==> config.mk <==
export PLATFORM = sky130hd
export DESIGN_NAME = cmd_parser
export DESIGN_NICKNAME = d
export VERILOG_FILES = /design/src/led_pkg.sv /design/src/cmd_parser.sv
export SDC_FILE = /design/constraint.sdc
export NUM_CORES = 1
export LEC_CHECK = 0
export ABC_AREA = 1
export BUFFER_PORTS_ARGS = -buffer_cell sky130_fd_sc_hd__buf_2
export CORE_ASPECT_RATIO = 0.7
export CORE_MARGIN = 5
export CORE_UTILIZATION = 42
export DETAILED_ROUTE_END_ITERATION = 6
export PLACE_DENSITY = 0.61
export SYNTH_ARGS = -nofsm -noshare
export SYNTH_HDL_FRONTEND = slang
export SYNTH_SLANG_ARGS = --single-unit
==> constraint.sdc <==
create_clock -name clk -period 2.75 [get_ports clk]
set_input_delay 0.4125 -clock clk [delete_from_list [all_inputs] [get_ports clk]]
set_output_delay 0.4125 -clock clk [all_outputs]
set_load 0.005 [all_outputs]
==> src/led_pkg.sv <==
// ====================
// Panel geometry, address widths, opcodes and payload command type
// ====================
`default_nettype none

package led_pkg;

    // ====================
    // Panel geometry
    // ====================
    localparam int NUM_ROWS = 32;
    localparam int NUM_COLUMNS = 64;
    localparam int BYTES_PER_PIXEL = 3;
    localparam int ROW_BYTES = NUM_COLUMNS * BYTES_PER_PIXEL;

    // ====================
    // Address fields
    // ====================
    localparam int ROW_BITS = $clog2(NUM_ROWS);
    localparam int COLUMN_BITS = $clog2(NUM_COLUMNS);
    localparam int PIXEL_BITS = $clog2(BYTES_PER_PIXEL);

    // Flat byte address into the whole frame, 6144 bytes
    localparam int ADDR_BITS = $clog2(NUM_ROWS * ROW_BYTES);

    // Payload byte counter in the parser
    localparam int COUNT_BITS = $clog2(ROW_BYTES);

    // ====================
    // Command stream
    // ====================
    localparam logic [7:0] OP_WRITE_ROW = 8'h01;
    localparam logic [7:0] OP_FILL_ROW = 8'h02;

    // Command that a payload byte belongs to
    typedef enum logic {
        WRITE = 1'b0,
        FILL = 1'b1
    } row_cmd_e;

endpackage

`default_nettype wire

==> src/cmd_parser.sv <==
// ====================
// Command parser: opcode and row decode, payload output register
// ====================
`default_nettype none

module cmd_parser (
    input logic clk,
    input logic reset,
    input logic in_valid,
    output logic in_ready,
    input logic [7:0] in_data,
    output logic pay_valid,
    input logic pay_ready,
    output logic [7:0] pay_data,
    output led_pkg::row_cmd_e pay_cmd,
    output logic [led_pkg::ROW_BITS-1:0] pay_row
);
    import led_pkg::*;

    typedef enum logic [1:0] {
        ST_OPCODE,
        ST_ROW,
        ST_PAYLOAD
    } state_e;

    state_e state;
    logic armed;
    row_cmd_e cur_cmd;
    logic [ROW_BITS-1:0] cur_row;
    logic [COUNT_BITS-1:0] remaining;
    logic in_accept;

    // Header bytes always go through, payload waits for a free slot
    always_comb begin
        case (state)
            ST_PAYLOAD: in_ready = ~pay_valid | pay_ready;
            default: in_ready = armed;
        endcase
    end

    assign in_accept = in_valid & in_ready;

    // ====================
    // Control FSM
    // ====================
    always_ff @(posedge clk) begin
        if (reset) begin
            state <= ST_OPCODE;
            armed <= 1'b0;
            pay_valid <= 1'b0;
            cur_cmd <= WRITE;
            remaining <= '0;
        end else begin
            armed <= 1'b1;
            if (pay_valid && pay_ready) begin
                pay_valid <= 1'b0;
            end
            if (in_accept) begin
                case (state)
                    ST_OPCODE: begin
                        // Anything else is dropped here
                        if (in_data == OP_WRITE_ROW) begin
                            cur_cmd <= WRITE;
                            state <= ST_ROW;
                        end else if (in_data == OP_FILL_ROW) begin
                            cur_cmd <= FILL;
                            state <= ST_ROW;
                        end
                    end
                    ST_ROW: begin
                        if (cur_cmd == FILL) begin
                            remaining <= '0;
                        end else begin
                            remaining <= COUNT_BITS'(ROW_BYTES - 1);
                        end
                        state <= ST_PAYLOAD;
                    end
                    ST_PAYLOAD: begin
                        pay_valid <= 1'b1;
                        remaining <= remaining - 1'b1;
                        if (remaining == '0) begin
                            state <= ST_OPCODE;
                        end
                    end
                    default: state <= ST_OPCODE;
                endcase
            end
        end
    end

    // ====================
    // Row and payload slot
    // ====================
    always_ff @(posedge clk) begin
        if (in_accept && state == ST_ROW) begin
            cur_row <= in_data[ROW_BITS-1:0];
        end
        // Command and row ride with each byte so they stay put under stall
        if (in_accept && state == ST_PAYLOAD) begin
            pay_data <= in_data;
            pay_cmd <= cur_cmd;
            pay_row <= cur_row;
        end
    end

endmodule

`default_nettype wire

# == Yosys cells after proc, flatten, opt, wreduce, memory -nomap -nowiden ==
# Cells that the tools add are included.
# classes
n_reduce_logical,10
eq_ne,6
addsub,1
n_mux,13
bitwise,3
# ops
operator,count
$pmux 8 s2,1
$eq 8x1->1 const B,1
$eq 8x2->1 const B,1
$logic_not 8->1,1
$mux 8,1
$sub 8x1->8 const B,1
$mux 1,7
$mux 2,3
$pmux 2 s3,1
$reduce_and 3->1,2
$reduce_bool 2->1,2
$logic_and 1x1->1,3
$ne 3x3->1 const B,1
$eq 2x1->1 const B,1
$eq 2x2->1 const B,1
$logic_not 2->1,1
$ne 2x2->1 const B,1
$reduce_and 2->1,1
$and 1x1->1,1
$not 1->1,1
$or 1x1->1,1
# totals
wordCells,42
output_inout_bits,16
in_bits,12
regBits,32

# == Logic depth before layout (Yosys ltp) ==
# depth
ltp_word,5
ltp_mapped,12
mapped_depth_nobuf,12

# == Least setup slack after synthesis ==
# Ideal clock, no wire load.
# synth_path
path_kind,register to register
startpoint,register state[0]
endpoint,register pay_cmd (enable)
setup_ns,0.384
slack_ns,1.017
period_less_slack_ns,1.733
t_required_ns,2.366
arrival_time_ns,1.348
path_stages_with_launch,5
path_buffers,0
path_cell_list,dfxtp_1 inv_1 ha_1 nand2_1 nor2_1
# synth_via
elab_chain_cells,4
# synth_rtl
element,line,text
"start, declared",cmd_parser.sv:26,state_e state;
"start signal, assigned",cmd_parser.sv:48,state <= ST_OPCODE;
"start signal, assigned",cmd_parser.sv:64,state <= ST_ROW;
"start signal, assigned",cmd_parser.sv:67,state <= ST_ROW;
$eq 2x2->1 (*),"cmd_parser.sv:35, cmd_parser.sv:99",
$mux 1,cmd_parser.sv:35,case (state)
$and 1x1->1,cmd_parser.sv:41,assign in_accept = in_valid & in_ready;
$logic_and 1x1->1 (*),cmd_parser.sv:99,if (in_accept && state == ST_PAYLOAD) begin
"end signal, assigned",cmd_parser.sv:101,pay_cmd <= cur_cmd;
"end, declared",cmd_parser.sv:15,"output led_pkg::row_cmd_e pay_cmd,"
# Every way passes the cells marked *; elsewhere a longest branch is shown, timed or not.
# A chain may end at the register's enable or synchronous reset.

# == Final worst setup path ==
# layout_path
startpoint,register state[0]
endpoint,output port in_ready
# layout_via
elab_chain_cells,2
# layout_rtl
element,line,text
$eq 2x2->1,cmd_parser.sv:35,
$mux 1,cmd_parser.sv:35,
"end, declared",cmd_parser.sv:10,"output logic in_ready,"
# Every way passes these cells.

==> flow_metrics.py <==
metrics = {
    "logic_synthesis": {
        "synthFlopType": "edfxtp_1",
        "syn-cell-area_mm2": 0.00138,
        "ys_ff_latch": 32,
        "synth.avg_cell_area_um2": 9.89,
        "synth_common_cells": "23 x nor2_1, 19 x edfxtp_1, 17 x nand2_1",
        "syn_inst": 139,
        "yosys_warnings": 0,
        "syn_nets": 156,
        "synth_top_area_share_pct": 41.5,
        "synth_top_cell_by_area": "edfxtp_1",
        "yosysMostFrequentCell": "nor2_1",
        "synth-edff-count": 19,
        "synth_area_leaders": "edfxtp_1 41%, dfxtp_1 19%, nor2_1 6.3%, a21oi_1 4.7%, nand2_1 4.6%",
        "yosysSeqAreaShare_pct": 60.4,
        "yosysUniqueCellTypes": 20,
        "ys_async_sr_fraction_pct": 0,
    },
    "floorplanning": {
        "initial_core_util_pct": 43.7,
        "die_w_um": 78.4,
        "die-area_mm2": 0.00454,
        "io_pins": 28,
        "fp-row-count": 17,
        "core_mm2": 0.00315,
        "die_y_um": 57.9,
    },
    "global_route": {
        "antenna_found_initial": 0,
        "grt_first_pass_wirelength_um": 4360,
        "grt-ovfl-total": 0,
        "grt_max_degree": 15,
        "grt_pass1_vias": 977,
        "grt_util_all_layers_pct": 12.9,
    },
    "timing": {
        "max-slew-margin-rel_pct": 72.8,
        "period_needed_ns": 1.89,
        "tightest_slew_ns": 0.407,
        "finalCritPeriodShare_pct": 68.7,
        "grt_setup_unrepaired": "false",
        "finalClockSkew_ns": 0.00390,
        "finalMaxSlewViolations": 0,
        "holdWs_ns": 0.323,
        "fmax_mhz": 529,
        "hold_viol": 0,
        "fin_tns_setup_ns": 0,
        "setup_viol": 0,
    },
    "pwr": {
        "p_leak_nw": 0.663,
        "power.internal_mw": 0.687,
        "clockPowerShare_pct": 37.1,
        "p_sw_mw": 0.174,
        "irDropWorstVdd_v": 0.000255,
        "power.density_mw_per_mm2": 531,
        "swShare_pct": 20.2,
        "combPwrFrac_pct": 3.8,
        "share_seq_of_total_power_pct": 59.1,
    },
    "placement": {
        "io_buffers": 27,
        "gp_congestion": 0.768,
        "hpwl_um": 2020,
    },
    "worst_setup_path": {
        "endpoint_kind": "output port",
        "path_class": "register to output port",
        "cp.required_ns": 2.34,
        "critPathLaunchType": "register",
        "arrival_ns": 1.48,
        "worstPathMaxFanout": 8,
    },
    "clock_tree": {
        "clk_pin_slew_ns": 0.06,
        "ctsResizeCount": 0,
        "postCtsSetupBuffers": 0,
        "cts_inserted_buffers": 5,
        "hold_buffers": 0,
        "cts_buffer_depth": 2,
        "cts.sinks": 32,
        "cts_tree": "built",
        "cts_root_buf": "clkbuf_8",
        "clk_latency_ns": 0.28,
        "cts_htree_levels": 2,
    },
    "route": {
        "drtAntennaViolNets": 0,
        "drtIter0Drc": 81,
        "first_pass_iters": 4,
        "vias_per_cell": 4.93,
        "routed_wl_um": 2630,
        "drc": 0,
        "num_vias": 1035,
        "wl_per_cell_um": 12.5,
    },
    "run": {
        "drv_cap": 0,
    },
    "layout": {
        "n_antenna_cell": 0,
        "layout.nets": 189,
        "post_route_cells_drive_above_1_share_pct": 22.7,
        "syn2layout_area_growth_pct": 17.7,
    },
    "outcome": {
        "status": "complete, no violations",
    },
    "min_path": {
        "hold_class": "primary input to register",
    },
}
==> state kept, by name, indices dropped and copies added (netlist names) <==
signal,cells
armed,1
cur_cmd,1
cur_row,5
pay_cmd,1
pay_data,8
pay_row,5
pay_valid,1
remaining,8
state,2
==> power by group through the flow <==
stage	clock [mW]	sequential, mW	combinational [mW]
2_1_floorplan	0	0.518	0.0176
3_3_place_gp	0	0.518	0.0324
3_5_place_dp	0	0.518	0.0328
6_report	0.319	0.508	0.0329
4_1_cts	0.328	0.508	0.0330
5_1_grt	0.352	0.508	0.0377
==> final cells by class <==
class	instances	area (µm²)
Timing Repair Buffer	28	143
Multi-Input combinational cell	88	458
Tap cell	38	47.5
Fill cell	313	1530
Inverter	17	63.8
Clock inverter	2	7.51
Clock buffer	5	68.8
Sequential cell	32	831
==> worst paths after layout <==
path,slack [ns],start,cells after the start,end
hold reg to reg,0.42,cur_row[0],0,pay_row[0]
setup reg to reg,0.91,state[0],9,remaining[5]
hold / removal,0.32,reset,2,state[0]
setup / recovery,0.86,state[0],6,in_ready
==> through the flow <==
stage	cells	power [mW]	utilization, %	setup WS [ns]	instance area, µm²
after floorplan	139	0.536	-	1.02	1380
final	210	0.860	51.4	0.861	1620
after CTS	210	0.870	51.4	0.859	1620
after detailed placement	203	0.551	49.0	0.951	1540
after global placement	203	0.551	49.0	1.06	1540
after global routing	210	0.898	51.4	0.770	1620
==> critical path, cell delays in order (launching register included) <==
cell	delay [ns]
dfxtp_1	0.36
inv_1	0.08
ha_1	0.29
inv_2	0.15
nand2_1	0.08
nand2_2	0.10
buf_2	0.14
==> per-layer routing <==
layer | vias to the layer above | GRT usage, % | part of all wire, %
met1 | 464 | 15.8 | 48
met2 | 38 | 20.0 | 43
li1 | 525 | - | -
met4 | 0 | 6.73 | 2.2
met5 | - | 0 | 0
met3 | 8 | 4.81 | 7.5
==> cells in the final DEF (no fill, tap or decap) <==
cell,n
o21ai_1,3
ha_1,5
o21ai_0,11
or2_2,1
edfxtp_1,19
nand4_1,1
nor2_4,1
clkbuf_8,5
inv_2,1
nand3_1,7
dfxtp_1,13
inv_1,16
nand2_4,1
nor2_1,23
nand2_2,1
nand2_1,17
o21a_2,1
xnor2_1,2
buf_4,1
buf_2,27
a21oi_1,13
clkinv_1,2
nor3b_1,1
==> logic make-up after synthesis <==
family	Yosys count	synth area share (%)
fa+ha+maj	5	4.55
simple gates	53	17.0
compound gates	28	10.5
xor+xnor	2	1.27
buf+inv	19	6.28
flops	32	60.4
No activity file was read; power rests on OpenSTA's default activity.
