File: src/led_pkg.sv
// ====================
// Panel geometry, address widths, opcodes and payload command type
// ====================
`default_nettype none

package led_pkg;

    // ====================
    // Panel geometry
    // ====================
    localparam int NUM_ROWS = 32;
    localparam int NUM_COLUMNS = 64;
    localparam int BYTES_PER_PIXEL = 3;
    localparam int ROW_BYTES = NUM_COLUMNS * BYTES_PER_PIXEL;

    // ====================
    // Address fields
    // ====================
    localparam int ROW_BITS = $clog2(NUM_ROWS);
    localparam int COLUMN_BITS = $clog2(NUM_COLUMNS);
    localparam int PIXEL_BITS = $clog2(BYTES_PER_PIXEL);

    // Flat byte address into the whole frame, 6144 bytes
    localparam int ADDR_BITS = $clog2(NUM_ROWS * ROW_BYTES);

    // Payload byte counter in the parser
    localparam int COUNT_BITS = $clog2(ROW_BYTES);

    // ====================
    // Command stream
    // ====================
    localparam logic [7:0] OP_WRITE_ROW = 8'h01;
    localparam logic [7:0] OP_FILL_ROW = 8'h02;

    // Command that a payload byte belongs to
    typedef enum logic {
        WRITE = 1'b0,
        FILL = 1'b1
    } row_cmd_e;

endpackage

`default_nettype wire

File: src/pixel_write_if.sv
// ====================
// Single byte write from the row writer into the frame buffer
// ====================
`default_nettype none

interface pixel_write_if;
    import led_pkg::*;

    logic write_enable;
    logic [ROW_BITS-1:0] row;
    logic [COLUMN_BITS-1:0] column;
    // Color byte index within the pixel
    logic [PIXEL_BITS-1:0] pixel;
    logic [7:0] data;

    // No back-pressure, the sink takes one write per cycle
    modport source (
        output write_enable,
        output row,
        output column,
        output pixel,
        output data
    );

    modport sink (
        input write_enable,
        input row,
        input column,
        input pixel,
        input data
    );

endinterface

`default_nettype wire

File: src/row_writer.sv
// ====================
// Row writer: payload bytes to addressed writes, descending counters
// ====================
`default_nettype none

module row_writer (
    input logic clk,
    input logic reset,
    input logic pay_valid,
    output logic pay_ready,
    input logic [7:0] pay_data,
    input led_pkg::row_cmd_e pay_cmd,
    input logic [led_pkg::ROW_BITS-1:0] pay_row,
    pixel_write_if.source wr,
    output logic row_done
);
    import led_pkg::*;

    logic fill_active;
    logic [COLUMN_BITS-1:0] column_cnt;
    logic [PIXEL_BITS-1:0] pixel_cnt;
    logic pay_accept;
    logic issue;
    logic last_write;

    // Input stalls for the whole fill burst
    assign pay_ready = ~fill_active;
    assign pay_accept = pay_valid & pay_ready;

    // A write goes out for every accepted byte, and every cycle of a fill
    // until the final write has been shown
    assign issue = pay_accept | (fill_active & ~row_done);
    assign last_write = (column_cnt == '0) && (pixel_cnt == '0);

    // ====================
    // Counters and control
    // ====================
    always_ff @(posedge clk) begin
        if (reset) begin
            fill_active <= 1'b0;
            row_done <= 1'b0;
            wr.write_enable <= 1'b0;
            column_cnt <= COLUMN_BITS'(NUM_COLUMNS - 1);
            pixel_cnt <= PIXEL_BITS'(BYTES_PER_PIXEL - 1);
        end else begin
            wr.write_enable <= issue;
            row_done <= issue & last_write;

            if (issue) begin
                // Color byte counts 2..0, then next column down
                if (pixel_cnt == '0) begin
                    pixel_cnt <= PIXEL_BITS'(BYTES_PER_PIXEL - 1);
                    if (column_cnt == '0) begin
                        column_cnt <= COLUMN_BITS'(NUM_COLUMNS - 1);
                    end else begin
                        column_cnt <= column_cnt - 1'b1;
                    end
                end else begin
                    pixel_cnt <= pixel_cnt - 1'b1;
                end
            end

            if (pay_accept && pay_cmd == FILL) begin
                fill_active <= 1'b1;
            end else if (fill_active && row_done) begin
                // Last fill write was on the bus last cycle
                fill_active <= 1'b0;
            end
        end
    end

    // ====================
    // Write payload
    // ====================
    always_ff @(posedge clk) begin
        if (issue) begin
            wr.column <= column_cnt;
            wr.pixel <= pixel_cnt;
        end
        // Data and row hold during a fill, repeating the fill byte
        if (pay_accept) begin
            wr.data <= pay_data;
            wr.row <= pay_row;
        end
    end

endmodule

`default_nettype wire

File: src/flat_wrapper.sv
// flat-port wrapper written by rule: the top's interface ports become plain ports
module row_writer_flat import led_pkg::*;
  (clk, reset, pay_valid, pay_ready, pay_data, pay_cmd, pay_row, row_done, wr_write_enable, wr_row, wr_column, wr_pixel, wr_data);
  pixel_write_if wr_i ();
  input logic clk;
  input logic reset;
  input logic pay_valid;
  output logic pay_ready;
  input logic [7:0] pay_data;
  input led_pkg::row_cmd_e pay_cmd;
  input logic [led_pkg::ROW_BITS-1:0] pay_row;
  output logic row_done;
  output wire logic [$bits(wr_i.write_enable)-1:0] wr_write_enable;
  output wire logic [$bits(wr_i.row)-1:0] wr_row;
  output wire logic [$bits(wr_i.column)-1:0] wr_column;
  output wire logic [$bits(wr_i.pixel)-1:0] wr_pixel;
  output wire logic [$bits(wr_i.data)-1:0] wr_data;
  assign wr_write_enable = wr_i.write_enable;
  assign wr_row = wr_i.row;
  assign wr_column = wr_i.column;
  assign wr_pixel = wr_i.pixel;
  assign wr_data = wr_i.data;
  row_writer u_core (.clk(clk), .reset(reset), .pay_valid(pay_valid), .pay_ready(pay_ready), .pay_data(pay_data), .pay_cmd(pay_cmd), .pay_row(pay_row), .wr(wr_i), .row_done(row_done));
endmodule
File: config.mk
export PLATFORM = sky130hd
export DESIGN_NAME = row_writer_flat
export DESIGN_NICKNAME = d
export VERILOG_FILES = /design/src/led_pkg.sv /design/src/pixel_write_if.sv /design/src/row_writer.sv /design/src/flat_wrapper.sv
export SDC_FILE = /design/constraint.sdc
export NUM_CORES = 1
export LEC_CHECK = 0
export ABC_AREA = 1
export BUFFER_PORTS_ARGS = -buffer_cell sky130_fd_sc_hd__buf_2
export CAP_MARGIN = 20
export CORE_MARGIN = 4
export CORE_UTILIZATION = 36
export DETAILED_ROUTE_END_ITERATION = 16
export SETUP_SLACK_MARGIN = 0.1
export SYNTH_ARGS = -nofsm -noshare
export SYNTH_HDL_FRONTEND = slang
export SYNTH_SLANG_ARGS = --single-unit
File: constraint.sdc
create_clock -name clk -period 2.45 [get_ports clk]
set_input_delay 0.3675 -clock clk [delete_from_list [all_inputs] [get_ports clk]]
set_output_delay 0.3675 -clock clk [all_outputs]
set_load 0.005 [all_outputs]
# --- Yosys cells after proc, flatten, opt, wreduce, memory -nomap -nowiden ---
# Index checks and enable logic that the tools add are counted.
totals:
  reg_bits: 32
  inputBits: 17
  output_inout_bits: 24
  wordCells: 28
classes:
  n_addsub: 2
  mux: 4
  bitwise: 6
  n_reduce_logical: 7
ops:
  columns: ["operator", "n"]
  rows:
  - ["zero test 6 bit", 1]
  - ["two-way mux 6 bit", 1]
  - ["subtractor 6 x 1 -> 6 bit, second input constant", 1]
  - ["AND 1 bit", 3]
  - ["logical AND 1 bit", 3]
  - ["zero test 2 bit", 1]
  - ["two-way mux 1 bit", 2]
  - ["two-way mux 2 bit", 1]
  - ["NOT 1 bit", 2]
  - ["AND reduction 2 bit", 1]
  - ["nonzero test 2 bit", 1]
  - ["subtractor 2 x 1 -> 2 bit, second input constant", 1]
  - ["bitwise OR 1 bit", 1]

# --- Logic depth before layout (Yosys ltp) ---
depth:
  ltp_word: 4
  mapped_depth: 9
  ltp_nobuf: 8

# --- Worst setup path after synthesis ---
# Ideal clock, no wire load.
synth_path:
  path_type: "reg-to-reg"
  from: "register u_core.fill_active"
  to: "register u_core.wr.data[0] (enable)"
  setup_time_ps: 352
  t_arrival_ps: 724
  t_required_ps: 2098
  path_slack_ps: 1374
  path_stages_with_launch: 4
  path_buffers: 0
  synth_period_minus_slack_ps: 1076
  path_cell_list: "dfxtp_1 inv_2 nand2_4 inv_1"
synth_between:
  elab_chain_cells: 2
synth_lines:
  columns: ["item", "line_no", "text"]
  rows:
  - ["start, declared", "row_writer.sv:19", "logic fill_active;"]
  - ["start signal, assigned", "row_writer.sv:40", "fill_active <= 1'b0;"]
  - ["start signal, assigned", "row_writer.sv:64", "fill_active <= 1'b1;"]
  - ["start signal, assigned", "row_writer.sv:67", "fill_active <= 1'b0;"]
  - ["NOT 1 bit", "row_writer.sv:27", "assign pay_ready = ~fill_active;"]
  - ["via pay_ready", "flat_wrapper.sv:8", "output logic pay_ready;"]
  - ["AND 1 bit", "row_writer.sv:28", "assign pay_accept = pay_valid & pay_ready;"]
  - ["end signal, assigned", "row_writer.sv:82", "wr.data <= pay_data;"]
  - ["end, declared", "pixel_write_if.sv:22", "output data"]
# The timed path passes the listed nets, and every way through them passes these cells.
# A chain may end at the register's enable or synchronous reset.

# --- Worst setup path after layout ---
layout_path:
  from: "register u_core.fill_active"
  to: "output port pay_ready"
layout_between:
  elab_chain_cells: 1
layout_lines:
  columns: ["item", "line_no"]
  rows:
  - ["NOT 1 bit", "row_writer.sv:27"]
  - ["end, declared", "flat_wrapper.sv:8"]
# No other way between the ends.

==> reports/qor.txt <==
CP arrival = 0.88 ns
I/O pin count = 41
Root buf cell = clkbuf_4
RePlAce Congestion = 0.7965
Final setup viols = 0
PostCTS Resize Cnt = 0
Initial antenna violation count = 0
CTS tree = yes
Startpoint types = register
Place WS = 1.164 ns
Setup Skew = 0.003563 ns
Number of diodes = 0
Max-Cap Viols = 0
Starting Density = 38.47%
Period utilization = 50.72%
Mean Syn Cell Area = 12.56 µm²
H-tree depth = 2
Final net count = 162
Die height = 65.58 µm
Clk_lat worst skew = 0.32 ns
Clock share of power = 34.5%
Area grow syn2layout = 26.73%
Ys Warns = 0
Top_reg_cell synth = edfxtp_1
Die area = 4301 µm²
Crit-path max FO = 2
Initial DRC count = 12
Sequential Power Share = 56.8%
CORE AREA = 3103 µm²
Total Power = 1.095 mW
Most frequent cells in the layout = buf_2, edfxtp_1, inv_1, nand2_1, dfxtp_1
# rows = 20
Num CTS Buffers = 5
Clock buffer depth = 2
First-pass GRT wire length = 3.622 mm
DRC = 0
Maximum VDD drop = 0.0003124 V
Die Wd = 65.58 µm
Psw = 237.3 µW
Fmax = 804.8 MHz
GRT Overall Usage = 11.32%
DRT antenna net count = 0
Finished Layout Cells = 186
Largest net degree at the start of global routing = 15
Syn nets = 116
Sequential-to-total area share from yosys stat = 71.28%
Critical Path RT = 2.08 ns
Status = finished clean
Placed Cells = 178
Min Tclk post-route = 1.243 ns
WHS = 0.2094 ns
Cell count after synthesis = 95
Pre-antenna DRT Iters = 4
Synth cell types = 19
Setup TNS Final = 0 ns
Pint = 857.3 µW
Leak = 0.6631 nW
Hold Buf Count CTS = 0
Combinational Power Share = 8.7%
Post-detail-place hpwl = 1.680 mm
Fin. max-slew vios = 0
RSZ-0062 raised after global routing = false
Fraction of registers with async set/reset = 0%
Post-synth EDFFs = 21
Routed Wire Length = 2.148 mm
Design area = 1513 µm²
Max-slew headroom = 67.07%
PD cells = 723.6 nW/µm²
Vias/cell = 4.323
IO Port Bufs = 40
Layout cells sized above 1 = 38.73%
Commonest non-fill, non-tap cell in the layout = buf_2
Worst setup margin = 1.207 ns
Switching fraction of total power = 21.68%
Vias in the first global route = 824
Final Util = 48.75%
Nature of the critical path endpoint = primary output
Least-Margin Pin Slew = 0.4935 ns
Cell Area, Synth = 1194 µm²
Fillers = 319
Hold/Removal Path Class = in2reg
Worst Setup Path Type = reg2out
Total grt overflow = 0
WL/cell = 11.55 µm
Post CTS Setup Buffer Count = 0
CTS sink cnt = 32
Reg clk slew, reported paths = 0.09 ns
Dpl cell area = 1438 µm²
Routed vias = 804
Synthesized flop and latch total = 32
Fin. Hold Viols = 0
-- cells by family after synthesis --
group	after synthesis	share of synthesized area (%)
AOI/OAI and AO/OA	11	5.660
adders and majority gates	4	4.193
buffers and inverters	15	5.346
DFF	32	71.28
and+or+nand+nor	33	13.52
-- critical path, cell delays in order, from the launching register on --
cell and delay [ns]:
dfxtp_1 0.37, inv_2 0.06, buf_2 0.12
-- final timing paths --
| path | from | end | slack [ns] | depth (start not counted) |
|---|---|---|---|---|
| max | u_core.fill_active | pay_ready | 1.21 | 2 |
| min | pay_row[2] | u_core.wr.row[2] | 0.21 | 1 |
| max reg2reg | u_core.pixel_cnt[1] | u_core.column_cnt[2] | 1.21 | 6 |
| min reg2reg | u_core.pixel_cnt[0] | u_core.wr.pixel[0] | 0.44 | 0 |
-- power by group through the flow --
stage | clock network, mW | registers (mW) | logic, mW
2_1_floorplan | 0 | 0.636 | 0.0510
3_3_place_gp | 0 | 0.634 | 0.0947
3_5_place_dp | 0 | 0.635 | 0.0971
4_1_cts | 0.390 | 0.622 | 0.0974
5_1_grt | 0.418 | 0.626 | 0.109
6_report | 0.378 | 0.622 | 0.0950
-- sequential cells by signal (all words and copies together) (netlist names) --
| signal | flops |
|---|---|
| u_core.fill_active | 1 |
| u_core.wr.column | 6 |
| u_core.column_cnt | 6 |
| u_core.wr.pixel | 2 |
| u_core.wr.row | 5 |
| u_core.row_done | 1 |
| u_core.wr.write_enable | 1 |
| u_core.pixel_cnt | 2 |
| u_core.wr.data | 8 |
-- routing by layer --
layer | share of wire, % | GRT usage (%) | vias to the layer above
met2 | 50 | 19.85 | 28
li1 | - | - | 405
met4 | 1.9 | 5.440 | 0
met3 | 9.0 | 5.299 | 5
met5 | 0 | 0 | -
met1 | 39 | 11.18 | 366
-- cell usage after synthesis (2+ instances only) --
library cell	instances	area share, %
nand2_1	11	3.5
inv_1	13	4.1
o21ai_1	4	1.7
dfxtp_1	11	18
a21oi_1	3	1.3
nand2_4	3	2.8
ha_1	4	4.2
nor2_2	2	1.0
nor2_1	10	3.1
edfxtp_1	21	53
nand3_1	5	2.1
-- layout make-up --
cell class | count | area (µm²) | area share, %
flip-flops and latches | 32 | 850.8 | 56.24
inverters | 14 | 52.55 | 3.474
repair buffers | 40 | 200.2 | 13.23
multi-input cells | 48 | 279.0 | 18.45
clock inverters | 3 | 37.54 | 2.481
well taps | 44 | 55.05 | 3.639
clock buffers | 5 | 37.54 | 2.481
No activity file was read; power rests on OpenSTA's default activity.
